[src/hw/dram_fifo_pkg.sv]
package dram_fifo_pkg;

   ////////////////////
   // Widths
   localparam int DATA_W         = 64;  // Stream and DRAM word
   localparam int ADDR_W         = 30;  // Byte address inside FIFO window
   localparam int COUNT_W        = 8;   // Burst length minus one
   localparam int LEVEL_W        = 16;  // Buffer and DRAM level counts
   localparam int TIMEOUT_W      = 12;
   localparam int BUF_DEPTH_LOG2 = 10;  // 1024-word on-chip buffers

   ////////////////////
   // Thresholds and geometry
   localparam int BURST_WORDS    = 256; // Full burst, also the trigger level
   localparam int PAGE_WORDS     = 512; // 4 KB page in 64-bit words
   localparam int DRAM_HEADROOM  = 64;  // Slack for controller reordering
   localparam int WORD_BYTES     = 8;

   typedef logic [DATA_W-1:0] word_t;

   // Static configuration, replaces the settings registers
   typedef struct packed {
      logic [ADDR_W-1:0]    base_addr;
      logic [ADDR_W-1:0]    addr_mask;  // Ones pick base bits, zeros are FIFO space
      logic [TIMEOUT_W-1:0] timeout;    // Idle cycles before a short burst
   } dram_fifo_cfg_t;

   typedef struct packed {
      logic [ADDR_W-1:0]  addr;
      logic [COUNT_W-1:0] count;        // Words minus one
   } burst_cmd_t;

   // AW / AR channel payload
   typedef struct packed {
      logic [31:0]        addr;
      logic [COUNT_W-1:0] len;
   } axi_addr_t;

   typedef enum logic [2:0] {
      ST_IDLE,
      ST_FULL_BURST,    // Size a 256-word burst
      ST_TIMEOUT_BURST, // Size a partial burst
      ST_WAIT_ACCEPT,
      ST_WAIT_BUSY,     // Ready must drop first
      ST_WAIT_DONE,     // Ready back high means burst complete
      ST_SETTLE
   } burst_state_e;

endpackage

[src/hw/fifo_occupancy.sv]
`timescale 1ns/1ps

module fifo_occupancy (
   input  logic                              dram_clk,
   input  logic                              input_timeout_reset,
   input  logic                              i_clear,
   input  dram_fifo_pkg::dram_fifo_cfg_t     i_cfg,
   input  logic                              i_wr_done,
   input  dram_fifo_pkg::burst_cmd_t         i_wr_cmd,
   input  logic                              i_rd_done,
   input  dram_fifo_pkg::burst_cmd_t         i_rd_cmd,
   output logic [dram_fifo_pkg::LEVEL_W-1:0] o_occupied,
   output logic [dram_fifo_pkg::LEVEL_W-1:0] o_space
);

   logic [dram_fifo_pkg::LEVEL_W-1:0] wr_words;
   logic [dram_fifo_pkg::LEVEL_W-1:0] rd_words;
   logic [dram_fifo_pkg::LEVEL_W-1:0] init_space;

   // Word counts of the bursts that just completed
   assign wr_words = i_wr_done ? dram_fifo_pkg::LEVEL_W'(i_wr_cmd.count) + 1'b1 : '0;
   assign rd_words = i_rd_done ? dram_fifo_pkg::LEVEL_W'(i_rd_cmd.count) + 1'b1 : '0;

   // Window words less headroom, on a 64-word grid
   assign init_space = (dram_fifo_pkg::LEVEL_W'(~i_cfg.addr_mask[dram_fifo_pkg::ADDR_W-1:3])
                        + 1'b1 - dram_fifo_pkg::LEVEL_W'(dram_fifo_pkg::DRAM_HEADROOM))
                       & ~dram_fifo_pkg::LEVEL_W'(dram_fifo_pkg::DRAM_HEADROOM - 1);

   always_ff @(posedge dram_clk) begin
      if (input_timeout_reset || i_clear) begin
         o_occupied <= '0;
         o_space    <= init_space;
      end else begin
         o_occupied <= o_occupied + wr_words - rd_words;
         o_space    <= o_space - wr_words + rd_words;   // Mirror of occupied
      end
   end

   // Reads never outrun writes and writes never overfill the window
   a_conserve: assert property (@(posedge dram_clk)
      disable iff (input_timeout_reset || i_clear)
      o_occupied <= init_space);

endmodule

[config.mk]
export PLATFORM = sky130hd
export DESIGN_NAME = fifo_occupancy
export DESIGN_NICKNAME = d
export VERILOG_FILES = /design/src/hw/dram_fifo_pkg.sv /design/src/hw/fifo_occupancy.sv
export SDC_FILE = /design/constraint.sdc
export NUM_CORES = 1
export LEC_CHECK = 0
export BUFFER_PORTS_ARGS = -buffer_cell sky130_fd_sc_hd__buf_4
export CELL_PAD_IN_SITES_DETAIL_PLACEMENT = 0
export CELL_PAD_IN_SITES_GLOBAL_PLACEMENT = 2
export CORE_AREA = 2 2 118 142
export CTS_CLUSTER_DIAMETER = 40
export DETAILED_ROUTE_END_ITERATION = 6
export DIE_AREA = 0 0 120 144
export MAX_ROUTING_LAYER = met4
export PLACE_DENSITY_LB_ADDON = 0.08
export SETUP_SLACK_MARGIN = 0.3
export SKIP_CTS_REPAIR_TIMING = 1
export SLEW_MARGIN = 10
export SYNTH_ARGS = -nofsm -noshare
export SYNTH_HDL_FRONTEND = slang
export SYNTH_SLANG_ARGS = --single-unit
[constraint.sdc]
create_clock -name dram_clk -period 3.3 [get_ports dram_clk]
set_clock_uncertainty 0.15 [all_clocks]
set_input_delay 0.495 -clock dram_clk [delete_from_list [all_inputs] [get_ports dram_clk]]
set_output_delay 0.495 -clock dram_clk [all_outputs]
set_load 0.005 [all_outputs]
# After elaboration in Yosys (flattened, before gate mapping)
# Index checks and enable logic that the tools add are counted.
totals:
  register_bits: 32
  in_bits: 153
  output_inout_bits: 32
  wordCells: 16
classes:
  reduce_logical: 1
  n_addsub: 8
  n_bitwise: 1
  n_mux: 3
ops:
  columns: ["op", "count"]
  rows:
  - ["adder 16 x 9 -> 16 bit", 2]
  - ["subtractor 16 x 9 -> 16 bit", 2]
  - ["adder 8 x 1 -> 9 bit, second input constant", 2]
  - ["two-way mux 9 bit", 2]
  - ["adder 16 x 1 -> 16 bit, second input constant", 1]
  - ["two-way mux 16 bit", 1]
  - ["NOT 16 bit", 1]
  - ["subtractor 16 x 7 -> 16 bit, second input constant", 1]
  - ["logical OR 1 bit", 1]

# Depth between registers and ports, before layout
logic_depth:
  depth_word: 5
  ltp_mapped: 15

# Least setup slack after synthesis
# No wires, ideal clock.
synth_timing:
  path_kind: "input port to flip-flop"
  startpoint: "in i_rd_cmd[0] (netlist bit)"
  endpoint: "reg o_occupied[12] (netlist bit)"
  arrival_time_ns: 3.100
  path_slack_ns: -0.077
  stages: 14
  setup_time_ns: 0.128
  n_path_buf: 0
  cell_sequence: "ha_1 > nand2_1 > nor2_1 > xnor2_1 > nand2b_1 > inv_1 > fa_1 > inv_1 > ha_1 > or4_1 > o22a_1 > a311oi_1 > xor2_1 > nor2_1"
synth_between:
  elab_chain_cells: 3
synth_rtl:
  columns: ["item", "line_no", "source"]
  rows:
  - ["start: declaration", "fifo_occupancy.sv:11", "input dram_fifo_pkg::burst_cmd_t i_rd_cmd,"]
  - ["adder 8 x 1 -> 9 bit", "fifo_occupancy.sv:22", "assign rd_words = i_rd_done ? dram_fifo_pkg::LEVEL_W'(i_rd_cmd.count) + 1'b1 : '0;"]
  - ["two-way mux 9 bit", "fifo_occupancy.sv:22", null]
  - ["subtractor 16 x 9 -> 16 bit", "fifo_occupancy.sv:34", "o_occupied <= o_occupied + wr_words - rd_words;"]
  - ["end signal: assignment", "fifo_occupancy.sv:34", null]
  - ["end: declaration", "fifo_occupancy.sv:12", "output logic [dram_fifo_pkg::LEVEL_W-1:0] o_occupied,"]
# No other way between the ends.
# A chain may end at the register's enable or synchronous reset.

# Final worst setup path
layout_timing:
  startpoint: "in i_rd_cmd[0] (netlist bit)"
  endpoint: "reg o_space[14] (netlist bit)"
layout_between:
  elab_chain_cells: 4
layout_rtl:
  columns: ["item", "line_no", "source"]
  rows:
  - ["adder 8 x 1 -> 9 bit", "fifo_occupancy.sv:22", null]
  - ["two-way mux 9 bit", "fifo_occupancy.sv:22", null]
  - ["adder 16 x 9 -> 16 bit", "fifo_occupancy.sv:35", "o_space <= o_space - wr_words + rd_words;"]
  - ["two-way mux 16 bit", "fifo_occupancy.sv:30", "if (input_timeout_reset || i_clear) begin"]
  - ["end signal: assignment", "fifo_occupancy.sv:32", "o_space <= init_space;"]
  - ["end signal: assignment", "fifo_occupancy.sv:35", null]
  - ["end: declaration", "fifo_occupancy.sv:13", "output logic [dram_fifo_pkg::LEVEL_W-1:0] o_space"]
# No other way between the ends.

==> key figures <==
Layout
  – Commonest non-fill, non-tap cells in the layout: buf_4 (118), inv_1 (68), nor2_1 (32), dfxtp_1 (32), nand2_1 (21)
  – Layout cells sized above 1: 0.437
  – Final Cell Area: 5710 um^2
  – Layout area overhead: 66.3%
  – Finished Core Util: 0.356
  – Inserted Diodes: 0
  – Final net count: 787
  – # fillers: 1,654
  – Commonest non-fill, non-tap cell in the layout: buf_4

Yosys
  – Post-Synthesis Cell Area: 3430 um^2
  – Avg Cell Area, Syn: 7.71 um^2
  – Synth warnings: 0
  – Yosys reg bits: 32
  – Syn Inst Count: 445
  – Number of synthesized flops with an enable pin: 0
  – Synthesized net count: 650
  – Seq/Total Area, Yosys: 0.187
  – Post-synth top flop: dfxtp_1
  – Yosys cell types: 50
  – Async SR Flop Fraction: 0

Setup path
  – Delay-heaviest family, CP: compound AO/OA/AOI/OAI gates
  – WS Path Type: input pin to flop
  – Endpoint type of the worst setup path: flop
  – Maximum net fanout on the critical path: 4
  – Startpoint Class: input pin
  – Worst Path Buf+Inv: 1
  – Data arrival, critical path: 3.23 ns
  – Sequence of cells on the critical path: buf_8, ha_4, xor2_1, and2_4, fa_1, ha_4, nor2b_4, o31a_1, o211a_1, o41a_1, o21a_1, o31ai_2
  – CP Data Required Time: 3.36 ns
  – Cell mode on critical path: ha_4
  – Slowest stage delay, CP: 0.52 ns
  – Slowest CP cell: fa_1

Power
  – Clk pwr share: 0.122
  – Switch share: 0.417
  – Switch Pwr: 1.89 mW
  – Lkg Pwr: 2.58 nW
  – P per Cell Area: 793 nW/um^2
  – P_int: 2.64 mW
  – Flop pwr share: 0.127
  – Comb power frac: 0.751
  – Maximum VDD drop: 261 uV

Placed design
  – Dpl ws: -0.284 ns
  – DPL Wire Length: 8640 um
  – Area post-placement: 4810 um^2
  – RePlAce Congestion: 0.797
  – Port Buffers: 68

Timing
  – Setup ws final: 0.123 ns
  – Actual slew at the worst max-slew pin: 0.800 ns
  – Fin crit period: 3.18 ns
  – Worst hold margin: 0.331 ns
  – RSZ-0062 raised after global routing: yes
  – FMAX: 315 MHz
  – Final period util: 0.963
  – Final-report max-slew violation count: 0
  – Endpoints failing hold: 0
  – Worst slew margin: 0.467
  – Final setup violation count: 0

Status
  – Outcome: finished clean

Global route
  – Global routing usage on met3: 0.0268
  – Initial antenna violation count: 0
  – GR Layer Usage met1: 0.154
  – First-pass GRT wire length: 16,900 um
  – Gr busiest metal: met2
  – Global Route Usage Sum: 0.130
  – Vias in the first global route: 3,415
  – Largest net degree at the start of global routing: 21
  – Grt total ovfl: 0
  – Met2 Track Usage GR: 0.216

CTS
  – H-tree levels: 2
  – Root Driver: clkbuf_16
  – Worst skew pair latency: 0.29 ns
  – Clk sinks: 32
  – CTS tree: done
  – CTS Buf Count: 5
  – Clock buffer depth: 2
  – Clk slew on worst S/H paths: 0.06 ns

Drt
  – Vias/cell: 4.24
  – Final ANT Viol Nets: 0
  – # DRC: 0
  – 1st-pass router iterations: 4
  – Post-Route WL: 10,700 um
  – WL per Instance: 13.5 um
  – Iteration-0 DRC count of the detailed router: 64
  – Via count: 3,367

Hold path
  – Path type of the worst min-delay path: input pin to flop

Flow run
  – Max-cap viol count: 0

Floorplan
  – DIE HEIGHT: 144 um
  – Core footprint: 16,000 um^2
  – Row cnt: 51
  – Die width: 120 um
  – Initial core utilization: 0.214
  – Die area: 17,300 um^2
  – I/O pins: 185
-- final cells by class --
type,count,area (um^2),area share
Clock inverter,2,35.0,0.00614
Inverter,80,300,0.0526
Sequential cell,32,641,0.112
Clock buffer,6,129,0.0226
Multi-Input combinational cell,323,3180,0.558
Timing Repair Buffer,140,1150,0.202
Tap cell,212,265,0.0465
-- cells by family (layout without fill, tap and decap cells) --
kind of cell / count (synthesis) / after routing / synth area share
adder cells (fa/ha/maj): 52 / 52 / 0.229
AO/OA/AOI/OAI: 88 / 88 / 0.173
multiplexers: 2 / 2 / 0.00583
buffers and inverters: 90 / 228 / 0.101
flip-flops: 32 / 32 / 0.187
XOR/XNOR: 39 / 39 / 0.0995
AND/OR/NAND/NOR: 142 / 142 / 0.206
-- metal layers --
| metal | routed length [um] | up-vias |
|---|---|---|
| met1 | 4790 | 1550 |
| met5 | 0 | - |
| li1 | - | 1751 |
| met4 | 274 | 0 |
| met2 | 5290 | 52 |
| met3 | 344 | 14 |
-- state kept, by name, summed over array words and instances, names as in the netlist --
name        cells
o_occupied     16
o_space        16
-- tightest hold or removal path: cells and delay by family --
kind / cells / cell delay, ns
muxes: 1 / 0.05
buffers and inverters: 1 / 0.09
and+or+nand+nor: 1 / 0.09
-- synth_stat cells (2+ instances only) --
cell type / count / share of area
a2111oi_0: 2 / 0.0051
a211oi_1: 10 / 0.022
a21o_1: 7 / 0.015
a21oi_1: 14 / 0.020
a31oi_1: 3 / 0.0055
and2_1: 5 / 0.0091
and3_1: 2 / 0.0036
clkbuf_1: 9 / 0.0098
dfxtp_1: 32 / 0.19
fa_1: 18 / 0.10
ha_1: 34 / 0.12
inv_1: 80 / 0.087
mux2i_1: 2 / 0.0058
nand2_1: 27 / 0.030
nand2b_1: 15 / 0.027
nand3_1: 12 / 0.017
nand4_1: 8 / 0.015
nor2_1: 43 / 0.047
nor2b_1: 5 / 0.0091
nor3_1: 10 / 0.015
nor3b_1: 2 / 0.0044
nor4b_1: 2 / 0.0051
o211ai_1: 3 / 0.0066
o21a_1: 8 / 0.017
o21ai_0: 15 / 0.022
o21ai_1: 8 / 0.012
o21bai_1: 2 / 0.0044
o31a_1: 2 / 0.0051
o31ai_1: 2 / 0.0044
o41a_1: 2 / 0.0066
or2_1: 2 / 0.0036
or3_1: 4 / 0.0073
xnor2_1: 18 / 0.046
xor2_1: 21 / 0.054
-- final timing paths --
check / from / to / slack (ns) / cells past startpoint
worst max-delay path: i_rd_cmd[0] / o_space[14] / 0.12 / 12
worst min-delay path: input_timeout_reset / o_occupied[14] / 0.33 / 3
worst max register to register: o_space[1] / o_space[14] / 0.50 / 9
worst min register to register: o_occupied[0] / o_occupied[0] / 0.45 / 2
-- power by group through the flow --
stage | combinational, mW | sequential [mW] | clock (mW)
2_1_floorplan | 1.75 | 0.573 | 0
3_3_place_gp | 2.66 | 0.586 | 0
3_5_place_dp | 2.65 | 0.587 | 0
4_1_cts | 2.67 | 0.579 | 0.581
5_1_grt | 3.76 | 0.590 | 0.587
6_report | 3.40 | 0.575 | 0.552
-- per-stage QoR --
step / cells / total power [mW] / setup TNS, ns
2_1_floorplan: 445 / 2.32 / 0
3_3_place_gp: 772 / 3.24 / -2.56
3_5_place_dp: 772 / 3.24 / -2.67
4_1_cts: 780 / 3.83 / 0
5_1_grt: 795 / 4.94 / 0
6_report: 795 / 4.53 / 0
(Power assumes the default switching activity.)
