[config.mk]
export PLATFORM = sky130hd
export DESIGN_NAME = burst_scheduler
export DESIGN_NICKNAME = d
export VERILOG_FILES = /design/src/hw/dram_fifo_pkg.sv /design/src/hw/burst_scheduler.sv
export SDC_FILE = /design/constraint.sdc
export NUM_CORES = 1
export LEC_CHECK = 0
export BUFFER_PORTS_ARGS = -buffer_cell sky130_fd_sc_hd__clkbuf_2
export CORE_AREA = 2 2 94 96
export DETAILED_ROUTE_END_ITERATION = 6
export DIE_AREA = 0 0 96 98
export GPL_TIMING_DRIVEN = 0
export PLACE_DENSITY = 0.91
export SYNTH_ARGS = -nofsm -noshare
export SYNTH_HDL_FRONTEND = slang
export SYNTH_SLANG_ARGS = --single-unit
[constraint.sdc]
create_clock -name dram_clk -period 6.5 [get_ports dram_clk]
set_input_delay 0.325 -clock dram_clk [delete_from_list [all_inputs] [get_ports dram_clk]]
set_output_delay 0.325 -clock dram_clk [all_outputs]
set_load 0.01 [all_outputs]
[src/hw/dram_fifo_pkg.sv]
package dram_fifo_pkg;

   ////////////////////
   // Widths
   localparam int DATA_W         = 64;  // Stream and DRAM word
   localparam int ADDR_W         = 30;  // Byte address inside FIFO window
   localparam int COUNT_W        = 8;   // Burst length minus one
   localparam int LEVEL_W        = 16;  // Buffer and DRAM level counts
   localparam int TIMEOUT_W      = 12;
   localparam int BUF_DEPTH_LOG2 = 10;  // 1024-word on-chip buffers

   ////////////////////
   // Thresholds and geometry
   localparam int BURST_WORDS    = 256; // Full burst, also the trigger level
   localparam int PAGE_WORDS     = 512; // 4 KB page in 64-bit words
   localparam int DRAM_HEADROOM  = 64;  // Slack for controller reordering
   localparam int WORD_BYTES     = 8;

   typedef logic [DATA_W-1:0] word_t;

   // Static configuration, replaces the settings registers
   typedef struct packed {
      logic [ADDR_W-1:0]    base_addr;
      logic [ADDR_W-1:0]    addr_mask;  // Ones pick base bits, zeros are FIFO space
      logic [TIMEOUT_W-1:0] timeout;    // Idle cycles before a short burst
   } dram_fifo_cfg_t;

   typedef struct packed {
      logic [ADDR_W-1:0]  addr;
      logic [COUNT_W-1:0] count;        // Words minus one
   } burst_cmd_t;

   // AW / AR channel payload
   typedef struct packed {
      logic [31:0]        addr;
      logic [COUNT_W-1:0] len;
   } axi_addr_t;

   typedef enum logic [2:0] {
      ST_IDLE,
      ST_FULL_BURST,    // Size a 256-word burst
      ST_TIMEOUT_BURST, // Size a partial burst
      ST_WAIT_ACCEPT,
      ST_WAIT_BUSY,     // Ready must drop first
      ST_WAIT_DONE,     // Ready back high means burst complete
      ST_SETTLE
   } burst_state_e;

endpackage

[src/hw/burst_scheduler.sv]
`timescale 1ns/1ps

module burst_scheduler (
   input  logic                              dram_clk,
   input  logic                              input_timeout_reset,
   input  logic                              i_clear,
   input  dram_fifo_pkg::dram_fifo_cfg_t     i_cfg,
   input  logic [dram_fifo_pkg::LEVEL_W-1:0] i_src_level,
   input  logic [dram_fifo_pkg::LEVEL_W-1:0] i_dst_room,
   output dram_fifo_pkg::burst_cmd_t         o_cmd,
   output logic                              o_cmd_valid,
   input  logic                              i_cmd_ready,
   output logic                              o_burst_done
);

   dram_fifo_pkg::burst_state_e         state;
   logic [dram_fifo_pkg::ADDR_W-1:0]    cur_addr;
   logic [dram_fifo_pkg::COUNT_W-1:0]   cmd_count;
   logic [dram_fifo_pkg::TIMEOUT_W-1:0] tmo_count;
   logic                                tmo_hit;
   logic                                src_big;
   logic                                start;
   logic [dram_fifo_pkg::LEVEL_W-1:0]   burst_m1;
   logic [dram_fifo_pkg::LEVEL_W-1:0]   page_rem;
   logic [dram_fifo_pkg::LEVEL_W-1:0]   full_lim;
   logic [dram_fifo_pkg::LEVEL_W-1:0]   src_m1;
   logic [dram_fifo_pkg::ADDR_W-1:0]    step_bytes;
   logic [dram_fifo_pkg::ADDR_W-1:0]    next_addr;

   assign o_cmd = '{addr: cur_addr, count: cmd_count};

   ////////////////////
   // Trigger and sizing
   assign burst_m1 = dram_fifo_pkg::LEVEL_W'(dram_fifo_pkg::BURST_WORDS - 1);
   assign src_big  = (i_src_level > burst_m1);
   assign start    = (state == dram_fifo_pkg::ST_IDLE) && (i_dst_room > burst_m1)
                     && (src_big || (tmo_hit && i_src_level != '0));

   // Words left in the 4 KB page, minus one
   assign page_rem = dram_fifo_pkg::LEVEL_W'(dram_fifo_pkg::PAGE_WORDS - 1)
                     - dram_fifo_pkg::LEVEL_W'(cur_addr[11:3]);
   assign full_lim = (page_rem < burst_m1) ? page_rem : burst_m1;
   assign src_m1   = i_src_level - 1'b1;

   // Advance inside the window, masked bits stay on the base
   assign step_bytes = (dram_fifo_pkg::ADDR_W'(cmd_count) + 1'b1)
                       * dram_fifo_pkg::ADDR_W'(dram_fifo_pkg::WORD_BYTES);
   assign next_addr  = ((cur_addr + step_bytes) & ~i_cfg.addr_mask)
                       | (i_cfg.base_addr & i_cfg.addr_mask);

   ////////////////////
   // Idle timeout
   always_ff @(posedge dram_clk) begin
      if (input_timeout_reset || i_clear || start) begin
         tmo_count <= '0;
         tmo_hit   <= 1'b0;
      end else if (tmo_count == i_cfg.timeout) begin
         tmo_hit <= 1'b1;                           // Sticks until a burst starts
      end else if (state == dram_fifo_pkg::ST_IDLE && i_src_level != '0) begin
         tmo_count <= tmo_count + 1'b1;
      end
   end

   ////////////////////
   // Burst FSM
   always_ff @(posedge dram_clk) begin
      if (input_timeout_reset || i_clear) begin
         state        <= dram_fifo_pkg::ST_IDLE;
         cur_addr     <= i_cfg.base_addr & i_cfg.addr_mask;
         cmd_count    <= '0;
         o_cmd_valid  <= 1'b0;
         o_burst_done <= 1'b0;
      end else begin
         o_burst_done <= 1'b0;
         case (state)
            dram_fifo_pkg::ST_IDLE: begin
               if (start)
                  state <= src_big ? dram_fifo_pkg::ST_FULL_BURST
                                   : dram_fifo_pkg::ST_TIMEOUT_BURST;
            end
            dram_fifo_pkg::ST_FULL_BURST: begin
               cmd_count   <= dram_fifo_pkg::COUNT_W'(full_lim);   // Lesser of 256 and page
               o_cmd_valid <= 1'b1;
               state       <= dram_fifo_pkg::ST_WAIT_ACCEPT;
            end
            dram_fifo_pkg::ST_TIMEOUT_BURST: begin
               // Source may have grown meanwhile, so cap at the full limit too
               cmd_count   <= dram_fifo_pkg::COUNT_W'((src_m1 < full_lim) ? src_m1 : full_lim);
               o_cmd_valid <= 1'b1;
               state       <= dram_fifo_pkg::ST_WAIT_ACCEPT;
            end
            dram_fifo_pkg::ST_WAIT_ACCEPT: begin
               if (i_cmd_ready) begin                      // Accepted this cycle
                  o_cmd_valid <= 1'b0;
                  state       <= dram_fifo_pkg::ST_WAIT_BUSY;
               end
            end
            dram_fifo_pkg::ST_WAIT_BUSY: begin
               if (!i_cmd_ready)
                  state <= dram_fifo_pkg::ST_WAIT_DONE;
            end
            dram_fifo_pkg::ST_WAIT_DONE: begin
               if (i_cmd_ready) begin                      // Burst committed
                  cur_addr     <= next_addr;
                  o_burst_done <= 1'b1;
                  state        <= dram_fifo_pkg::ST_SETTLE;
               end
            end
            dram_fifo_pkg::ST_SETTLE: state <= dram_fifo_pkg::ST_IDLE;  // Let levels update
            default:                  state <= dram_fifo_pkg::ST_IDLE;
         endcase
      end
   end

   // AXI4 rule, no burst crosses a 4 KB page
   a_page: assert property (@(posedge dram_clk)
      disable iff (input_timeout_reset || i_clear)
      o_cmd_valid |-> (dram_fifo_pkg::LEVEL_W'(o_cmd.addr[11:3])
                       + dram_fifo_pkg::LEVEL_W'(o_cmd.count))
                      < dram_fifo_pkg::LEVEL_W'(dram_fifo_pkg::PAGE_WORDS));

   // Command held steady until the master takes it
   a_cmd_hold: assert property (@(posedge dram_clk)
      disable iff (input_timeout_reset || i_clear)
      o_cmd_valid && !i_cmd_ready |=> o_cmd_valid && $stable(o_cmd));

endmodule

* After elaboration in Yosys (flattened, before gate mapping)
Index checks and enable logic that the tools add are counted.
Storage, ports and cells: latch bits 0, memories kept 0, input port bits 108, logic and storage cells 66, memory bits (read-only) 0, RAM bits 0, register bits 56, output and inout bits 40
Operators by class: equality and inequality tests 10, bitwise gates (word level) 6, divide/modulo/power cells 0, reductions and logical operators 19, $add $sub $neg 5, $lt $le $gt $ge 4, multiply operators 0, multiplexer cells 15, shift operators 0
Operators by type and width (count):
- $mux 30 | 3
- $and 30x30->30 | 2
- $gt 16x8->1 const B | 2
- $add 30x12->30 | 1
- $not 30->30 | 1
- $or 30x30->30 | 1
- $lt 16x16->1 | 1
- $lt 16x8->1 const B | 1
- $mux 16 | 1
- $pmux 8 s2 | 1
- $reduce_bool 16->1 | 1
- $sub 16x1->16 const B | 1
- $pmux 3 s5 | 1
- $add 12x1->12 const B | 1
- $eq 12x12->1 | 1
- $mux 3 | 4
- $sub 9x9->10 const A | 1
- $add 8x1->9 const B | 1
- $mux 8 | 1
- $ne 2x2->1 const B | 4
- $reduce_bool 2->1 | 4
- $eq 3x2->1 const B | 2
- $eq 3x3->1 const B | 2
- $reduce_and 2->1 | 3
- 10 further kinds | 18

* Longest topological paths before layout
depth after elaboration 7, gate-level depth with buffers 13, mapped depth without buffers 12

* Least setup slack after synthesis
OpenSTA, ideal clock, no wires.
path type input -> register, start in i_src_level[0] in the netlist's numbering, end reg cmd_count[5] in the netlist's numbering, path buffers 1, library setup time 0.117 ns, path slack 3.490 ns, data required time 6.383 ns, cell stages on the path 13, arrival time 2.893 ns, cells stage by stage inv_1 ha_1 or3b_1 or3_2 xor2_1 inv_1 ha_1 nand4_1 a211oi_1 o21ai_1 buf_2 a31oi_1 a22o_1
On the way: cells in the longest elaborated chain, start to end 4
RTL lines:
- from (decl) | RTL line burst_scheduler.sv:8 | input logic [dram_fifo_pkg::LEVEL_W-1:0] i_src_level,
- $sub 16x1->16 * | RTL line burst_scheduler.sv:43 | assign src_m1 = i_src_level - 1'b1;
- $lt 16x16->1 | RTL line burst_scheduler.sv:88 | cmd_count <= dram_fifo_pkg::COUNT_W'((src_m1 < full_lim) ? src_m1 : full_lim);
- $mux 8 * | RTL line burst_scheduler.sv:88
- $pmux 8 s2 * | RTL line burst_scheduler.sv:75 | case (state)
- to (signal assigned) | RTL line burst_scheduler.sv:82 | cmd_count <= dram_fifo_pkg::COUNT_W'(full_lim);
- to (signal assigned) | RTL line burst_scheduler.sv:88
- to (decl) | RTL line burst_scheduler.sv:18 | logic [dram_fifo_pkg::COUNT_W-1:0] cmd_count;
Every way passes the cells marked *; elsewhere a longest branch is shown, timed or not. A chain may end at the register's enable or synchronous reset.

* Worst setup path in the final report
start reg cmd_count[0] in the netlist's numbering, end reg cur_addr[13] in the netlist's numbering (data pin)
On the way: cells in the longest elaborated chain, start to end 7
RTL lines:
- $add 8x1->9 | RTL line burst_scheduler.sv:46 | assign step_bytes = (dram_fifo_pkg::ADDR_W'(cmd_count) + 1'b1)
- $add 30x12->30 | RTL line burst_scheduler.sv:48 | assign next_addr = ((cur_addr + step_bytes) & ~i_cfg.addr_mask)
- $and 30x30->30 | RTL line burst_scheduler.sv:48
- $or 30x30->30 | RTL line burst_scheduler.sv:49 | | (i_cfg.base_addr & i_cfg.addr_mask);
- $mux 30 | RTL line burst_scheduler.sv:103 | if (i_cmd_ready) begin
- $mux 30 | RTL line burst_scheduler.sv:75
- $mux 30 | RTL line burst_scheduler.sv:67 | if (input_timeout_reset || i_clear) begin
- to (signal assigned) | RTL line burst_scheduler.sv:69 | cur_addr <= i_cfg.base_addr & i_cfg.addr_mask;
- to (signal assigned) | RTL line burst_scheduler.sv:104 | cur_addr <= next_addr;
- to (decl) | RTL line burst_scheduler.sv:17 | logic [dram_fifo_pkg::ADDR_W-1:0] cur_addr;
No other way between the ends. The select of a mux whose other input is x is not followed.

==> results_dict.tcl <==
set metrics [dict create \
    max-cap-violations 0 \
    clockBufferDepth 2 \
    num_vias 4036 \
    avgViaCountPerCell 5.67 \
    hp-class "in -> reg" \
    worst_pin_slew_ns 1.32 \
    cts_sinks 56 \
    routedWlPerCell_um 15.0 \
    fmax_mhz 286 \
    core_um2 8470 \
    rsz0062_at_grt "no" \
    endpoint_kind "flip-flop" \
    pre_cts_slack_ns 2.98 \
    syn_nets 587 \
    final_nets 733 \
    clk_latency_ns 0.30 \
    cts-resized-gates 0 \
    grt_max_degree 28 \
    netlist_area_um2 4100 \
    ys_seq_area_share_pct 34.6 \
    port_buffers 139 \
    hold_viol_final 0 \
    synth-edff-count 30 \
    drt_iter0_drc 181 \
    ys_ff_latch 56 \
    grt_pass1_vias 4004 \
    grtUsageTotal_pct 23.1 \
    cts_tree "built" \
    die-area_um2 9410 \
    fin_ws_ns 3.00 \
    worst_setup_path_start_kind "flip-flop" \
    post-route-drc-count 0 \
    setup_viol 0 \
    grt_overflow 0 \
    fin_crit_sh_pct 53.8 \
    reg2reg_slack_ns 3.00 \
    grt_pass1_wl_mm 17.7 \
    die_y_um 98 \
    fin_skew_ns 0.0138 \
    period_minus_slack_ns 3.50 \
    power.leakage_nw 2.19 \
    crit_required_ns 6.61 \
    numCtsBuffers 5 \
    layout_common_cells "clkbuf_2, nand2_1, xor2_1, edfxtp_1, nor2_1" \
    power.density_nw_per_um2 164 \
    relSlewSlack_pct 10.9 \
    yosys_warnings 0 \
    synth.avg_cell_area_um2 8.98 \
    ioPinCount 148 \
    dr.pass1.iters 5 \
    antenna_found_initial 0 \
    tns_ns 0 \
    critical_path_class "reg -> reg" \
    crit_fanout 9 \
    h-tree-depth 2 \
    seqCellArea_um2 1420 \
    status "finished, final reports clean" \
    yosys.area.top_type "edfxtp_1" \
    syn_to_final_growth_pct 22.5 \
    ir_drop_v 0.0000921 \
    fp-row-count 34 \
    initial_core_util_pct 48.5 \
    yosysUniqueCellTypes 59 \
    synthArstFlopShare_pct 0 \
    yosysTopAreaCellShare_pct 22.0 \
    die_width_um 96 \
    finalWirelength_mm 10.7 \
    synth-main-ff-cell "edfxtp_1" \
    crit_arrival_ns 3.60 \
    fill_cells 752 \
    drive_above_1_share_pct 27.6 \
    dp_hpwl_mm 8.59 \
    hold_buffers 0 \
    routabilityCongestion 0.927 \
    clkTransAtPathRegs_ns 0.10 \
    maxSlewViolCount 0 \
    drtAntennaViolNets 0 \
    postCtsSetupBuffers 0 \
    layout_commonest_cell "clkbuf_2" \
    syn_inst 457 \
    synthTopCellsByArea "edfxtp_1, dfxtp_1, xor2_1" \
    root_buffer "clkbuf_8" \
    antenna_cells 0 \
    multi_input_area_um2 2540 \
]
sequential cells by signal, summed over array words and instances (netlist names), named ones only:
signal and count:
cur_addr 27, tmo_count 12, cmd_count 8, state 3, o_burst_done 1, o_cmd_valid 1
tmo_hit 1
layer usage:
metal | GRT usage [%] | up-vias | part of all wire, %
met4 | 6.37 | 0 | 2.2
met2 | 40.5 | 164 | 50
met1 | 29.2 | 1871 | 40
met3 | 3.47 | 22 | 7.5
met5 | 0 | - | 0
li1 | - | 1979 | -
area by class of cell:
cell class / instances / share of cell area, %
timing repair buffer: 139 / 13.8
multi-input combinational: 369 / 50.6
buffer: 12 / 1.29
tap: 108 / 2.69
inverter: 20 / 1.49
clock buffer: 6 / 1.64
sequential: 56 / 28.3
clock inverter: 2 / 0.199
through the flow:
step                      util (%)  cell area [um^2]  instances  hold WS, ns  power (mW)
after floorplan                  -              4100        457        0.432       0.540
after global placement        58.3              4930        704        0.459       0.619
after detailed placement      58.3              4930        704        0.464       0.629
after CTS                     59.4              5030        712        0.294       0.823
after global routing          59.4              5030        712        0.299       0.863
final                         59.4              5030        712        0.295       0.823
final timing paths:
check                    start            to  depth (start not counted)
setup reg to reg  cmd_count[0]  cur_addr[13]                         10
hold reg to reg        tmo_hit       tmo_hit                          2
setup / recovery  cmd_count[0]  cur_addr[13]                         10
hold / removal       i_cfg[61]  cur_addr[19]                          3
critical path: stages, from the launching register on:
cell and delay (ns):
dfxtp_1 0.47, ha_1 0.23, nand3_1 0.12, nor2_1 0.20, xor2_1 0.11, ha_1 0.18
clkbuf_1 0.18, nor4_1 1.13, a211oi_1 0.23, xnor2_1 0.18, o31ai_1 0.27
cell usage after synthesis (all sizes together), types with 2 or more instances:
master and number:
a211oi 11, a21bo 7, a21o 3, a21oi 15
a22o 7, a31oi 10, and2 17, and3 8
and4 3, buf 4, clkbuf 8, dfxtp 26
edfxtp 30, ha 21, inv 20, nand2 56
nand2b 5, nand3 16, nand4 13, nor2 29
nor2b 2, nor3 5, nor4 9, o211ai 2
o21a 2, o21ai 14, o31ai 28, o41ai 2
or2 3, or3 7, or4 3, xnor2 24
xor2 31
power breakdown:
| part | internal (mW) | switching [mW] |
|---|---|---|
| sequential | 0.397 | 0.0239 |
| combinational | 0.0907 | 0.112 |
| clock | 0.0855 | 0.114 |
| total | 0.574 | 0.249 |
logic make-up after synthesis:
group | synth area share, %
and+or+nand+nor | 23.0
AOI/OAI and AO/OA | 19.7
DFF | 34.6
xor gates and xnor gates | 11.7
buffers and inverters | 3.42
adders and majority gates | 6.89
muxes | 0.518
other | 0.0914
Note: power is estimated with default switching activity, not from simulation.
