**config.mk**
```make
export PLATFORM = sky130hd
export DESIGN_NAME = axi_burst_master
export DESIGN_NICKNAME = d
export VERILOG_FILES = /design/src/hw/dram_fifo_pkg.sv /design/src/hw/axi_burst_master.sv
export SDC_FILE = /design/constraint.sdc
export NUM_CORES = 1
export LEC_CHECK = 0
export ABC_AREA = 1
export ABC_CLOCK_PERIOD_IN_PS = 2350
export BUFFER_PORTS_ARGS = -buffer_cell sky130_fd_sc_hd__buf_2
export CAP_MARGIN = 30
export CELL_PAD_IN_SITES_DETAIL_PLACEMENT = 0
export CELL_PAD_IN_SITES_GLOBAL_PLACEMENT = 1
export CORE_AREA = 2 2 169 171
export DETAILED_ROUTE_END_ITERATION = 8
export DIE_AREA = 0 0 171 173
export GPL_ROUTABILITY_DRIVEN = 0
export PLACE_DENSITY = 0.65
export SYNTH_ARGS = -nofsm -noshare
export SYNTH_HDL_FRONTEND = slang
export SYNTH_SLANG_ARGS = --single-unit
```
**constraint.sdc**
```tcl
create_clock -name dram_clk -period 2.35 [get_ports dram_clk]
set_input_delay 0 -clock dram_clk [delete_from_list [all_inputs] [get_ports dram_clk]]
set_output_delay 0 -clock dram_clk [all_outputs]
set_load 0.005 [all_outputs]
```
**src/hw/dram_fifo_pkg.sv**
```systemverilog
package dram_fifo_pkg;

   ////////////////////
   // Widths
   localparam int DATA_W         = 64;  // Stream and DRAM word
   localparam int ADDR_W         = 30;  // Byte address inside FIFO window
   localparam int COUNT_W        = 8;   // Burst length minus one
   localparam int LEVEL_W        = 16;  // Buffer and DRAM level counts
   localparam int TIMEOUT_W      = 12;
   localparam int BUF_DEPTH_LOG2 = 10;  // 1024-word on-chip buffers

   ////////////////////
   // Thresholds and geometry
   localparam int BURST_WORDS    = 256; // Full burst, also the trigger level
   localparam int PAGE_WORDS     = 512; // 4 KB page in 64-bit words
   localparam int DRAM_HEADROOM  = 64;  // Slack for controller reordering
   localparam int WORD_BYTES     = 8;

   typedef logic [DATA_W-1:0] word_t;

   // Static configuration, replaces the settings registers
   typedef struct packed {
      logic [ADDR_W-1:0]    base_addr;
      logic [ADDR_W-1:0]    addr_mask;  // Ones pick base bits, zeros are FIFO space
      logic [TIMEOUT_W-1:0] timeout;    // Idle cycles before a short burst
   } dram_fifo_cfg_t;

   typedef struct packed {
      logic [ADDR_W-1:0]  addr;
      logic [COUNT_W-1:0] count;        // Words minus one
   } burst_cmd_t;

   // AW / AR channel payload
   typedef struct packed {
      logic [31:0]        addr;
      logic [COUNT_W-1:0] len;
   } axi_addr_t;

   typedef enum logic [2:0] {
      ST_IDLE,
      ST_FULL_BURST,    // Size a 256-word burst
      ST_TIMEOUT_BURST, // Size a partial burst
      ST_WAIT_ACCEPT,
      ST_WAIT_BUSY,     // Ready must drop first
      ST_WAIT_DONE,     // Ready back high means burst complete
      ST_SETTLE
   } burst_state_e;

endpackage

```
**src/hw/axi_burst_master.sv**
```systemverilog
`timescale 1ns/1ps

module axi_burst_master (
   input  logic                       dram_clk,
   input  logic                       input_timeout_reset,
   input  logic                       i_clear,
   // Write commands and data
   input  dram_fifo_pkg::burst_cmd_t  i_wr_cmd,
   input  logic                       i_wr_cmd_valid,
   output logic                       o_wr_cmd_ready,
   input  dram_fifo_pkg::word_t       i_wr_data,
   input  logic                       i_wr_data_valid,
   output logic                       o_wr_data_ready,
   // Read commands and data
   input  dram_fifo_pkg::burst_cmd_t  i_rd_cmd,
   input  logic                       i_rd_cmd_valid,
   output logic                       o_rd_cmd_ready,
   output dram_fifo_pkg::word_t       o_rd_data,
   output logic                       o_rd_data_valid,
   input  logic                       i_rd_data_ready,
   // AXI write
   output dram_fifo_pkg::axi_addr_t   o_aw,
   output logic                       o_awvalid,
   input  logic                       i_awready,
   output dram_fifo_pkg::word_t       o_wdata,
   output logic                       o_wlast,
   output logic                       o_wvalid,
   input  logic                       i_wready,
   input  logic                       i_bvalid,
   output logic                       o_bready,
   // AXI read
   output dram_fifo_pkg::axi_addr_t   o_ar,
   output logic                       o_arvalid,
   input  logic                       i_arready,
   input  dram_fifo_pkg::word_t       i_rdata,
   input  logic                       i_rlast,
   input  logic                       i_rvalid,
   output logic                       o_rready
);

   logic                              w_active;  // W beats still owed
   logic                              r_active;
   logic [dram_fifo_pkg::COUNT_W-1:0] w_beat;
   logic                              wr_accept;
   logic                              rd_accept;
   logic                              w_fire;
   logic                              r_fire;

   assign wr_accept = i_wr_cmd_valid && o_wr_cmd_ready;
   assign rd_accept = i_rd_cmd_valid && o_rd_cmd_ready;

   ////////////////////
   // Write engine
   assign o_wdata         = i_wr_data;
   assign o_wvalid        = w_active && i_wr_data_valid;
   assign o_wlast         = w_active && (w_beat == o_aw.len);   // Beat count+1
   assign o_wr_data_ready = w_active && i_wready;
   assign o_bready        = 1'b1;
   assign w_fire          = o_wvalid && i_wready;

   always_ff @(posedge dram_clk) begin
      if (input_timeout_reset || i_clear) begin
         o_wr_cmd_ready <= 1'b1;
         o_awvalid      <= 1'b0;
         w_active       <= 1'b0;
         w_beat         <= '0;
      end else begin
         if (o_awvalid && i_awready)
            o_awvalid <= 1'b0;
         if (w_fire) begin
            w_beat <= w_beat + 1'b1;
            if (o_wlast)
               w_active <= 1'b0;
         end
         if (i_bvalid)
            o_wr_cmd_ready <= 1'b1;   // Response closes the burst
         if (wr_accept) begin
            o_wr_cmd_ready <= 1'b0;
            o_awvalid      <= 1'b1;
            w_active       <= 1'b1;
            w_beat         <= '0;
         end
      end
   end

   ////////////////////
   // Read engine
   assign o_rd_data       = i_rdata;
   assign o_rd_data_valid = r_active && i_rvalid;
   assign o_rready        = r_active && i_rd_data_ready;   // Only with buffer room
   assign r_fire          = i_rvalid && o_rready;

   always_ff @(posedge dram_clk) begin
      if (input_timeout_reset || i_clear) begin
         o_rd_cmd_ready <= 1'b1;
         o_arvalid      <= 1'b0;
         r_active       <= 1'b0;
      end else begin
         if (o_arvalid && i_arready)
            o_arvalid <= 1'b0;
         if (r_fire && i_rlast) begin
            r_active       <= 1'b0;
            o_rd_cmd_ready <= 1'b1;
         end
         if (rd_accept) begin
            o_rd_cmd_ready <= 1'b0;
            o_arvalid      <= 1'b1;
            r_active       <= 1'b1;
         end
      end
   end

   // Address payloads, captured with the command
   always_ff @(posedge dram_clk) begin
      if (wr_accept)
         o_aw <= '{addr: 32'(i_wr_cmd.addr), len: i_wr_cmd.count};
      if (rd_accept)
         o_ar <= '{addr: 32'(i_rd_cmd.addr), len: i_rd_cmd.count};
   end

endmodule

```
# Word level (Yosys, flattened, before mapping)
# Cells that the tools add are included.
[totals]
ff_bits = 90
output_inout_bits = 218
word_cells = 47
[classes]
add_sub_neg = 1
eq_ne = 1
n_mux = 13
reduce_logical = 21
[op_table]
columns = ["operator", "count"]
rows = [
  ["$mux W1", 13],
  ["$logic_and A1 B1 Y1", 12],
  ["$reduce_bool A2 Y1", 6],
  ["$add A8 B1 Y8 const B", 1],
  ["$eq A8 B8 Y1", 1],
  ["$reduce_and A2 Y1", 1],
  ["$reduce_or A2 Y1", 1],
  ["$logic_or A1 B1 Y1", 1],
]

# Depth between registers and ports, before layout
# Gate-level depths: netlist of run 1.
[depth]
depth_word = 5
depth_mapped = 8

# Worst setup path before layout of run 1
# Ideal clock, no wire load.
[synth_timing]
path_type = "register to register"
from = "register o_wr_cmd_ready"
to = "register o_aw[0] (netlist name), enable pin"
setup_ps = 393
arrival_ps = 1209
required_time_ps = 1957
path_slack_ps = 748
stages_incl_launch_ff = 3
n_path_buf = 0
cell_sequence = "dfxtp_1 -> nand2_1 -> inv_1"
[synth_via]
elab_chain_cells = 1
[synth_lines]
columns = ["element", "line", "rtl"]
rows = [
  ["start, declared", "axi_burst_master.sv:10", "output logic o_wr_cmd_ready,"],
  ["start signal, assigned", "axi_burst_master.sv:63", "o_wr_cmd_ready <= 1'b1;"],
  ["start signal, assigned", "axi_burst_master.sv:76", "o_wr_cmd_ready <= 1'b1;"],
  ["start signal, assigned", "axi_burst_master.sv:78", "o_wr_cmd_ready <= 1'b0;"],
  ["$logic_and A1 B1 Y1", "axi_burst_master.sv:49", "assign wr_accept = i_wr_cmd_valid && o_wr_cmd_ready;"],
  ["named net wr_accept", "axi_burst_master.sv:44", "logic wr_accept;"],
  ["end signal, assigned", "axi_burst_master.sv:116", "o_aw <= '{addr: 32'(i_wr_cmd.addr), len: i_wr_cmd.count};"],
  ["end, declared", "axi_burst_master.sv:22", "output dram_fifo_pkg::axi_addr_t o_aw,"],
]
# The timed path passes the listed nets, and every way through them passes these cells.
# A chain may end at the register's enable or synchronous reset.

# Worst setup path in the final report of run 1
[layout_timing]
from = "input port input_timeout_reset"
to = "register o_rd_cmd_ready"
[layout_via]
elab_chain_cells = 1
[layout_lines]
columns = ["element", "line", "rtl"]
rows = [
  ["start, declared", "axi_burst_master.sv:5", "input logic input_timeout_reset,"],
  ["$logic_or A1 B1 Y1", "axi_burst_master.sv:94", "if (input_timeout_reset || i_clear) begin"],
  ["end signal, assigned", "axi_burst_master.sv:95", "o_rd_cmd_ready <= 1'b1;"],
  ["end signal, assigned", "axi_burst_master.sv:103", "o_rd_cmd_ready <= 1'b1;"],
  ["end signal, assigned", "axi_burst_master.sv:106", "o_rd_cmd_ready <= 1'b0;"],
  ["end, declared", "axi_burst_master.sv:17", "output logic o_rd_cmd_ready,"],
]
# No other way between the ends.

==> results of run 1 <==
==> power groups by stage <==
stage / sequential [uW] / combinational, uW / clock [uW]
4_1_cts: 1860 / 364 / 1500
6_report: 1860 / 361 / 1460
2_1_floorplan: 1900 / 234 / 0
5_1_grt: 1870 / 397 / 1570
3_3_place_gp: 1890 / 252 / 0
3_5_place_dp: 1890 / 253 / 0
==> state kept, by name, indices dropped and copies added, names as in the netlist <==
name and cells:
o_rd_cmd_ready 1, o_aw 38, w_active 1, o_arvalid 1
o_ar 38, o_wr_cmd_ready 1, o_awvalid 1, r_active 1
w_beat 8
==> Yosys cell counts, drive strengths merged <==
cell type / count / area [um2]
nand3: 4 / 20.0
o21a: 2 / 15.0
nor2: 8 / 47.6
dfxtp: 14 / 280
conb: 2 / 7.51
buf: 133 / 998
ha: 1 / 12.5
o21ai: 6 / 30.0
and3: 1 / 7.51
inv: 24 / 90.1
edfxtp: 76 / 2280
xnor2: 5 / 43.8
or2: 1 / 6.26
a21oi: 12 / 63.8
nand2: 32 / 123
==> path summary, 6_finish.rpt <==
path | slack [ns] | startpoint | endpoint
worst max-delay path | 0.44 | input_timeout_reset | o_rd_cmd_ready
worst min-delay path | 0.000002 | i_rdata[10] | o_rd_data[10]
worst max register to register | 0.88 | r_active | o_rd_cmd_ready
worst min register to register | 0.48 | o_awvalid | o_awvalid
==> metrics by stage <==
stage | hold slack, ns | area [um2] | instances
4_1_cts | 0.0000346 | 5550 | 845
6_report | 0.00000199 | 5550 | 845
3_5_place_dp | 0.0000346 | 4390 | 744
5_1_grt | 0.0000162 | 5550 | 845
2_1_floorplan | 0.0790 | 4040 | 324
3_3_place_gp | 0.0000346 | 4390 | 744
==> area by class of cell <==
class                      count  area, um2  share of cell area, %
sequential                    90       2560                   46.2
clock inverter                 7       76.3                   1.38
clock buffer                   9        225                   4.06
tap                          378        473                   8.53
inverter                      24       90.1                   1.62
multi-input combinational     77        388                   6.99
timing repair buffer         260       1730                   31.2
==> critical path, stage by stage <==
cell and delay [ns]:
dlygate4sd3_1 0.53, buf_2 0.12, nor2_1 0.28, dlygate4sd3_1 0.62, nand2_1 0.05, dlygate4sd3_1 0.55
==> repair_timing <==
action	4_1_cts	5_1_grt
resized for setup	0	0
hold buffers	85	0
endpoints found under the hold margin	81	0
==> per-layer routing <==
layer	GRT usage (%)	up-vias	wire [um]
met2	15.0	184	6780
met3	4.85	80	1890
li1	-	1193	-
met5	0	-	13
met4	7.49	2	1030
met1	7.23	1207	3800
==> logic make-up after synthesis <==
| logic type | after synthesis |
|---|---|
| buffers and inverters | 157 |
| AOI/OAI and AO/OA | 20 |
| and+or+nand+nor | 46 |
| adders and majority gates | 1 |
| DFF | 90 |
| other | 2 |
| xor gates and xnor gates | 5 |
==> results by group, run 1 <==
Synthesis
  • Adder-Cell Fraction of Synth Area: 0.311%
  • Mux cell area share after synthesis: 0%
  • Post-Syn Area: 4030 um2
  • Syn_area_per_cell: 12.5 um2
  • Unique masters post-synth: 20
  • #FFs+latches synth: 90
  • Sequential fraction of the synthesis area: 63.6%
  • Largest family of logic cells by synthesized area: buffers and inverters
  • Syn. warnings: 0
  • Mapped Cells: 321
  • Simple logic cell fraction of the synthesized area: 5.06%
  • Compound-Gate Fraction of Synth Area: 2.70%
  • Xor and xnor area share after synthesis: 1.09%

Drt
  • DR iter-0 viols: 92
  • Routed wire length: 13500 um
  • Vias: 2666
  • Vias/cell: 3.16
  • Antenna-violating nets left: 0
  • Drt first pass iters: 4
  • DR WL/cell: 16.0 um
  • Remaining routing DRC violations: 0

Clock tree
  • CTS tree: built
  • H-Tree Depth: 3
  • Cts bufs inserted: 9
  • Later-pin clock latency in the skew report: 0.34 ns
  • CTS sink cnt: 90
  • Clk slew on worst S/H paths: 0.07 ns
  • Clock Path Buffers: 2
  • Postcts setup bufs: 0
  • Root Driver: clkbuf_16

STA
  • Fin crit share: 81.3%
  • FMAX: 0.524 GHz
  • Slew Limit Fails: 0
  • Slew headroom: 65.3%
  • Tightest Pin Transition: 0.520 ns
  • Final hold viol count: 0
  • Tmin final: 1.91 ns
  • Setup TNS: 0 ns
  • Final Skew: 0.0106 ns
  • Final setup vio count: 0
  • Final setup margin: 0.440 ns
  • Unrepaired setup endpoints after global routing: no

Placed design
  • IO buf count: 173
  • DP Wirelength: 10400 um
  • Setup WS pre-CTS: 0.930 ns

Floorplanning
  • Die H: 173 um
  • Total Die Area: 29600 um2
  • Io pins: 435
  • Initial Util: 14.6%
  • Core region area: 27600 um2
  • Die W: 171 um
  • Rows: 61

Critical path
  • Crit end category: flip-flop
  • Arr. time, crit path: 2.14 ns
  • Nature of the critical path startpoint: primary input
  • Worst-path fanout max: 4
  • R2R cell count: 7
  • Worst path required time: 2.58 ns
  • Worst setup path category: in2reg

Job
  • MaxCap Viol Count: 0

Pwr
  • Clock power frac: 39.6%
  • Power Density: 662 nW/um2
  • Net Sw Frac: 23.9%
  • Net Switching: 878 uW
  • Gate power share: 9.8%
  • Sequential share of power: 50.5%
  • VDD IR-drop max: 0.348 mV
  • Pwr Total: 3670 uW
  • LEAKAGE: 0.00228 uW
  • Int Power: 2800 uW

Final layout
  • Fill cells: 3020
  • Layout cells sized above 1: 42.6%
  • P&R area growth vs syn: 37.7%
  • Most frequent cells in the layout: buf_2, dlygate4sd3_1, edfxtp_1
  • # diodes: 0
  • Post-Route Utilization: 20.1%
  • Most common cell after layout, fill and taps aside: buf_2
  • Final nets: 680

GRT
  • Tot GR Track Use: 8.79%
  • Initial antenna violation count: 1
  • First-pass GRT wire length: 18600 um
  • Vias in the first global route: 2807
  • Global route overflow: 0
  • Largest net degree at the start of global routing: 39

Hold path
  • Hold Crit Class: in2out
  • Hold Path Stages: 0

Run status
  • Status: completed
No activity file was read; power rests on OpenSTA's default activity.
==> inputs of run 2 (changes only) <==
--- a/config.mk
+++ b/config.mk
@@ -6,7 +6,7 @@
 export NUM_CORES = 1
 export LEC_CHECK = 0
 export ABC_AREA = 1
-export ABC_CLOCK_PERIOD_IN_PS = 2350
+export ABC_CLOCK_PERIOD_IN_PS = 1620
 export BUFFER_PORTS_ARGS = -buffer_cell sky130_fd_sc_hd__buf_2
 export CAP_MARGIN = 30
 export CELL_PAD_IN_SITES_DETAIL_PLACEMENT = 0
@@ -15,7 +15,7 @@
 export DETAILED_ROUTE_END_ITERATION = 8
 export DIE_AREA = 0 0 171 173
 export GPL_ROUTABILITY_DRIVEN = 0
-export PLACE_DENSITY = 0.65
+export PLACE_DENSITY = 0.67
 export SYNTH_ARGS = -nofsm -noshare
 export SYNTH_HDL_FRONTEND = slang
 export SYNTH_SLANG_ARGS = --single-unit
==> constraint.sdc (replaced) <==
create_clock -name dram_clk -period 1.62 [get_ports dram_clk]
set_input_delay 0 -clock dram_clk [delete_from_list [all_inputs] [get_ports dram_clk]]
set_output_delay 0 -clock dram_clk [all_outputs]
set_load 0.005 [all_outputs]
==> run 2 against run 1 <==
  * Critical path type is now reg2out
  * Flip-flop and latch count is the same
  * Total power grew 44%
  * Hold slack is the same
==> results by group, run 2 (synthesis results as in run 1) <==
Critical path
  • R2R setup slack: 0.27 ns (-0.61 ns)
  • Worst setup path category: reg2out
  • Bufs and invs on worst path: 1 (-3)
  • Nature of the critical path startpoint: flip-flop
  • Crit end category: output pin
  • Worst-path fanout max: 2 (-2)
  • Slowest-stage cell, CP: edfxtp_1
  • Worst path required time: 1.62 ns (-0.96 ns)
  • Family with the most delay on the worst path: simple AND/OR/NAND/NOR gates
  • Largest stage delay, worst path: 0.40 ns (-0.22 ns)
  • Crit path cell chain: xnor2_1, nand2_1, nor2_1, and3_2, buf_2
  • Arr. time, crit path: 1.47 ns (-0.67 ns)

STA
  • Final Skew: 0.00814 ns (-0.00250 ns)
  • Final setup vio count: 0 (unchanged)
  • Tmin final: 1.47 ns
  • Fin crit share: 90.7%
  • Setup TNS: 0 ns (unchanged)
  • FMAX: 0.681 GHz
  • Final hold viol count: 0 (unchanged)
  • Unrepaired setup endpoints after global routing: no
  • Slew Limit Fails: 0 (unchanged)

GRT
  • First-pass GRT wire length: 17400 um (-6.7%)
  • Largest net degree at the start of global routing: 39 (unchanged)
  • Global route overflow: 0 (unchanged)
  • Tot GR Track Use: 7.98% (-0.81 points)
  • Initial antenna violation count: 2 (+1)
  • Vias in the first global route: 2845 (+1.4%)

Final layout
  • P&R area growth vs syn: 37.7% (about the same)
  • Most frequent cells in the layout: buf_2, dlygate4sd3_1, edfxtp_1
  • Layout cells sized above 1: 43.0% (+0.40 points)
  • Final nets: 678 (-0.29%)
  • Post-Route Utilization: 20.1% (about the same)
  • Most common cell after layout, fill and taps aside: buf_2
  • Largest registers: o_ar (38), o_aw (38), w_beat (8)

Drt
  • Antenna-violating nets left: 0 (unchanged)
  • Routed wire length: 12400 um (-8.5%)
  • Vias: 2602 (-2.4%)
  • DR WL/cell: 14.7 um (-8.4%)
  • Vias/cell: 3.08 (-2.3%)
  • Drt first pass iters: 4 (unchanged)
  • DR iter-0 viols: 91 (-1.1%)
  • Remaining routing DRC violations: 0 (unchanged)

Clock tree
  • Root Driver: clkbuf_16
  • Post_cts resized: 0 (unchanged)
  • Later-pin clock latency in the skew report: 0.33 ns (about the same)
  • CTS sink cnt: 90 (unchanged)
  • Cts bufs inserted: 9 (unchanged)
  • Clock Path Buffers: 2 (unchanged)
  • CTS tree: built
  • H-Tree Depth: 3 (unchanged)
  • Clk slew on worst S/H paths: 0.07 ns (about the same)

Floorplanning
  • Total Die Area: 29600 um2 (unchanged)
  • Die H: 173 um (unchanged)
  • Initial Util: 14.6% (unchanged)
  • Io pins: 435 (unchanged)
  • Rows: 61 (unchanged)
  • Core region area: 27600 um2 (unchanged)
  • Die W: 171 um (unchanged)

Placed design
  • IO buf count: 173 (unchanged)
  • DP Wirelength: 9360 um (-9.7%)

Pwr
  • Power Density: 952 nW/um2 (+44%)
  • LEAKAGE: 0.00228 uW (-0.15%)
  • VDD IR-drop max: 0.531 mV (+52%)

Job
  • MaxCap Viol Count: 0 (unchanged)

Hold path
  • Hold Crit Class: in2out

Run status
  • Status: completed
## run 2: layout make-up
cell class                 instances  area [um2]
fill                            3045       22100
sequential                        90        2560
timing repair buffer             258        1730
tap                              378         473
multi-input combinational         77         388
clock buffer                       9         225
inverter                          24        90.1
clock inverter                     7        70.1
antenna                            1        2.50
## run 2: through the flow
| step | std cells | hold slack (ns) | setup WS, ns | instance area (um2) | power (uW) |
|---|---|---|---|---|---|
| 5_1_grt | 844 | 0.00000904 | 0.0329 | 5550 | 5510 |
| 6_report | 844 | 0.00000199 | 0.151 | 5550 | 5280 |
| 2_1_floorplan | 324 | 0.0790 | 0.0181 | 4040 | 3100 |
| 3_5_place_dp | 745 | 0.0000346 | 0.325 | 4430 | 3120 |
| 4_1_cts | 843 | 0.0000346 | 0.104 | 5540 | 5360 |
| 3_3_place_gp | 745 | 0.0000346 | 0.322 | 4430 | 3110 |
## run 2: worst paths after layout
path                                  start  cells past startpoint            end
worst min-delay path            i_rdata[63]                      0  o_rd_data[63]
worst max register to register     r_active                      6       r_active
worst min register to register    o_awvalid                      2      o_awvalid
worst max-delay path                o_aw[7]                      5        o_wlast
## run 2: metal layers
layer | track usage [%] | vias up | share of wire, %
met5 | 0 | - | 0.11
met1 | 6.62 | 1148 | 29
met2 | 14.0 | 185 | 50
li1 | - | 1190 | -
met4 | 6.07 | 2 | 6.3
met3 | 4.28 | 77 | 14
## run 2: timing repair
item	in CTS	in global routing
hold buffers	82	0
setup endpoints to repair	0	0
endpoints found under the hold margin	81	0
setup buffers	0	0
## run 2: where the power goes
part	switching, uW	internal (uW)	leakage, uW
logic	218	307	0.00129
clock network	979	1080	0.000135
registers	39.3	2650	0.000850
==> inputs of run 3 (changes only) <==
--- a/config.mk
+++ b/config.mk
@@ -9,13 +9,11 @@
 export ABC_CLOCK_PERIOD_IN_PS = 1620
 export BUFFER_PORTS_ARGS = -buffer_cell sky130_fd_sc_hd__buf_2
 export CAP_MARGIN = 30
-export CELL_PAD_IN_SITES_DETAIL_PLACEMENT = 0
-export CELL_PAD_IN_SITES_GLOBAL_PLACEMENT = 1
-export CORE_AREA = 2 2 169 171
+export CORE_AREA = 2 2 171 173
 export DETAILED_ROUTE_END_ITERATION = 8
-export DIE_AREA = 0 0 171 173
+export DIE_AREA = 0 0 173 175
 export GPL_ROUTABILITY_DRIVEN = 0
-export PLACE_DENSITY = 0.67
+export PLACE_DENSITY = 0.52
 export SYNTH_ARGS = -nofsm -noshare
 export SYNTH_HDL_FRONTEND = slang
 export SYNTH_SLANG_ARGS = --single-unit
==> run 3 against run 2 <==
  * Total power is 1.8% higher
  * Sequential share of layout area is 0.50 points lower
  * Die area is 2.3% higher
  * Sequential power hardly changed
  * First-iteration DRC count is 32% lower
  * Worst setup slack worse by 0.014 ns
  * Global-route usage is 1.9 points higher
  * Critical path depth is 2 higher
  * Hold slack hardly changed
  * Routed wire length is 26% higher
  * Non-clock buffer count is 3 higher
==> results by group, run 3 (synthesis results as in run 1) <==
STA
  • Setup TNS: 0 ns (unchanged)
  • Unrepaired setup endpoints after global routing: no
  • Final hold viol count: 0 (unchanged)
  • Final setup vio count: 0 (unchanged)
  • Final setup margin: 0.136 ns (-0.0145 ns)
  • Slew Limit Fails: 0 (unchanged)
  • Final Skew: 0.00803 ns (-0.000111 ns)
  • Tmin final: 1.48 ns (+0.0145 ns)
  • FMAX: 0.674 GHz (-0.98%)
  • WHS: 0.00000200 ns (+0.00000000846 ns)
  • Fin crit share: 91.6% (+0.89 points)

Clock tree
  • CTS sink cnt: 90 (unchanged)
  • Clock Path Buffers: 2 (unchanged)
  • H-Tree Depth: 3 (unchanged)
  • Cts bufs inserted: 9 (unchanged)
  • CTS tree: built
  • Root Driver: clkbuf_16
  • Postcts setup bufs: 0 (unchanged)
  • Later-pin clock latency in the skew report: 0.34 ns (about the same)
  • Clk slew on worst S/H paths: 0.07 ns (about the same)

Critical path
  • Largest stage delay, worst path: 0.43 ns (+0.03 ns)
  • Slowest-stage cell, CP: edfxtp_1
  • CP Depth: 7 (+2)
  • Critical R2R Launch: r_active
  • Crit end category: output pin
  • Family with the most delay on the worst path: simple AND/OR/NAND/NOR gates
  • Crit-path most repeated cell: nand2_1
  • Worst-path fanout max: 3 (+1)
  • Nature of the critical path startpoint: flip-flop
  • Worst path required time: 1.62 ns (about the same)
  • R2R cell count: 6 (unchanged)
  • Worst setup path startpoint: o_aw[4]
  • Worst setup path category: reg2out
  • Bufs and invs on worst path: 2 (+1)
  • Arr. time, crit path: 1.48 ns (about the same)
  • Crit path cell chain: inv_1, nand2_1, nand2_1, nand2_1, nor2_1, and3_2, buf_2

Drt
  • DR iter-0 viols: 62 (-32%)
  • Vias/cell: 3.10 (+0.62%)
  • Remaining routing DRC violations: 0 (unchanged)
  • Drt first pass iters: 4 (unchanged)
  • Routed wire length: 15500 um (+26%)
  • Vias: 2643 (+1.6%)
  • DR WL/cell: 18.2 um (+24%)
  • Antenna-violating nets left: 0 (unchanged)

Hold path
  • HP Start: i_rdata[10]
  • Hold Path Stages: 0 (unchanged)
  • Hold Crit Class: in2out

Final layout
  • # diodes: 0 (-1)
  • Largest registers: o_ar (38), o_aw (38), w_beat (8)
  • Most frequent cells in the layout: buf_2, dlygate4sd3_1, edfxtp_1
  • Final nets: 681 (+0.44%)
  • Fill cells: 3116 (+2.3%)
  • Layout cells sized above 1: 43.4% (+0.37 points)
  • Most common cell after layout, fill and taps aside: buf_2
  • P&R area growth vs syn: 39.2%

GRT
  • Initial antenna violation count: 1 (-1)
  • Vias in the first global route: 2970 (+4.4%)
  • Global route overflow: 0 (unchanged)
  • Largest net degree at the start of global routing: 39 (unchanged)
  • Tot GR Track Use: 9.84% (+1.9 points)
  • First-pass GRT wire length: 21000 um (+21%)

Floorplanning
  • Die H: 175 um (+1.2%)
  • Initial Util: 14.2% (-0.39 points)
  • Core region area: 28400 um2 (+2.8%)
  • Rows: 62 (+1.6%)
  • Die W: 173 um (+1.2%)
  • Io pins: 435 (unchanged)
  • Total Die Area: 30300 um2 (+2.3%)

Run status
  • Status: completed

Pwr
  • VDD IR-drop max: 0.610 mV (+15%)
  • Power Density: 959 nW/um2 (+0.72%)
  • LEAKAGE: 0.00230 uW (+1.0%)
  • Pwr Total: 5370 uW (+1.8%)

Placed design
  • IO buf count: 173 (unchanged)
  • DP Wirelength: 12400 um (+32%)
  • Setup WS pre-CTS: 0.325 ns (-0.000310 ns)

Job
  • MaxCap Viol Count: 0 (unchanged)
run 3: final timing paths:
| check | end | slack (ns) |
|---|---|---|
| max | o_wlast | 0.14 |
| min | o_rd_data[10] | 0.000002 |
| max reg2reg | r_active | 0.23 |
| min reg2reg | w_beat[7] | 0.49 |
run 3: metal layers:
layer | track usage (%) | routed length, um
met4 | 4.41 | 489
met5 | 0 | 13
met1 | 6.21 | 3620
met2 | 19.2 | 8530
met3 | 8.14 | 2890
run 3: stage by stage:
step	area (um2)	util, %	std cells
3_3_place_gp	4430	15.6	751
5_1_grt	5610	19.7	852
4_1_cts	5590	19.7	852
6_report	5610	19.7	852
2_1_floorplan	4040	-	324
3_5_place_dp	4430	15.6	751
run 3: where the power goes:
part | switching (uW) | internal, uW
clock network | 942 | 1200
registers | 41.7 | 2650
logic | 226 | 313
total | 1210 | 4160
run 3: layout make-up:
cell class / count / area (um2) / share of cell area [%]
inverters: 24 / 90.1 / 1.61
flip-flops and latches: 90 / 2560 / 45.7
multi-input cells: 77 / 400 / 7.14
clock buffers: 11 / 264 / 4.71
well taps: 384 / 480 / 8.57
repair buffers: 261 / 1760 / 31.5
clock inverters: 5 / 43.8 / 0.781
run 3: what timing repair did:
action                                 CTS  global route
hold buffers                            85             0
resized for setup                        0             3
endpoints found under the hold margin   81             0
setup endpoints to repair                0             2
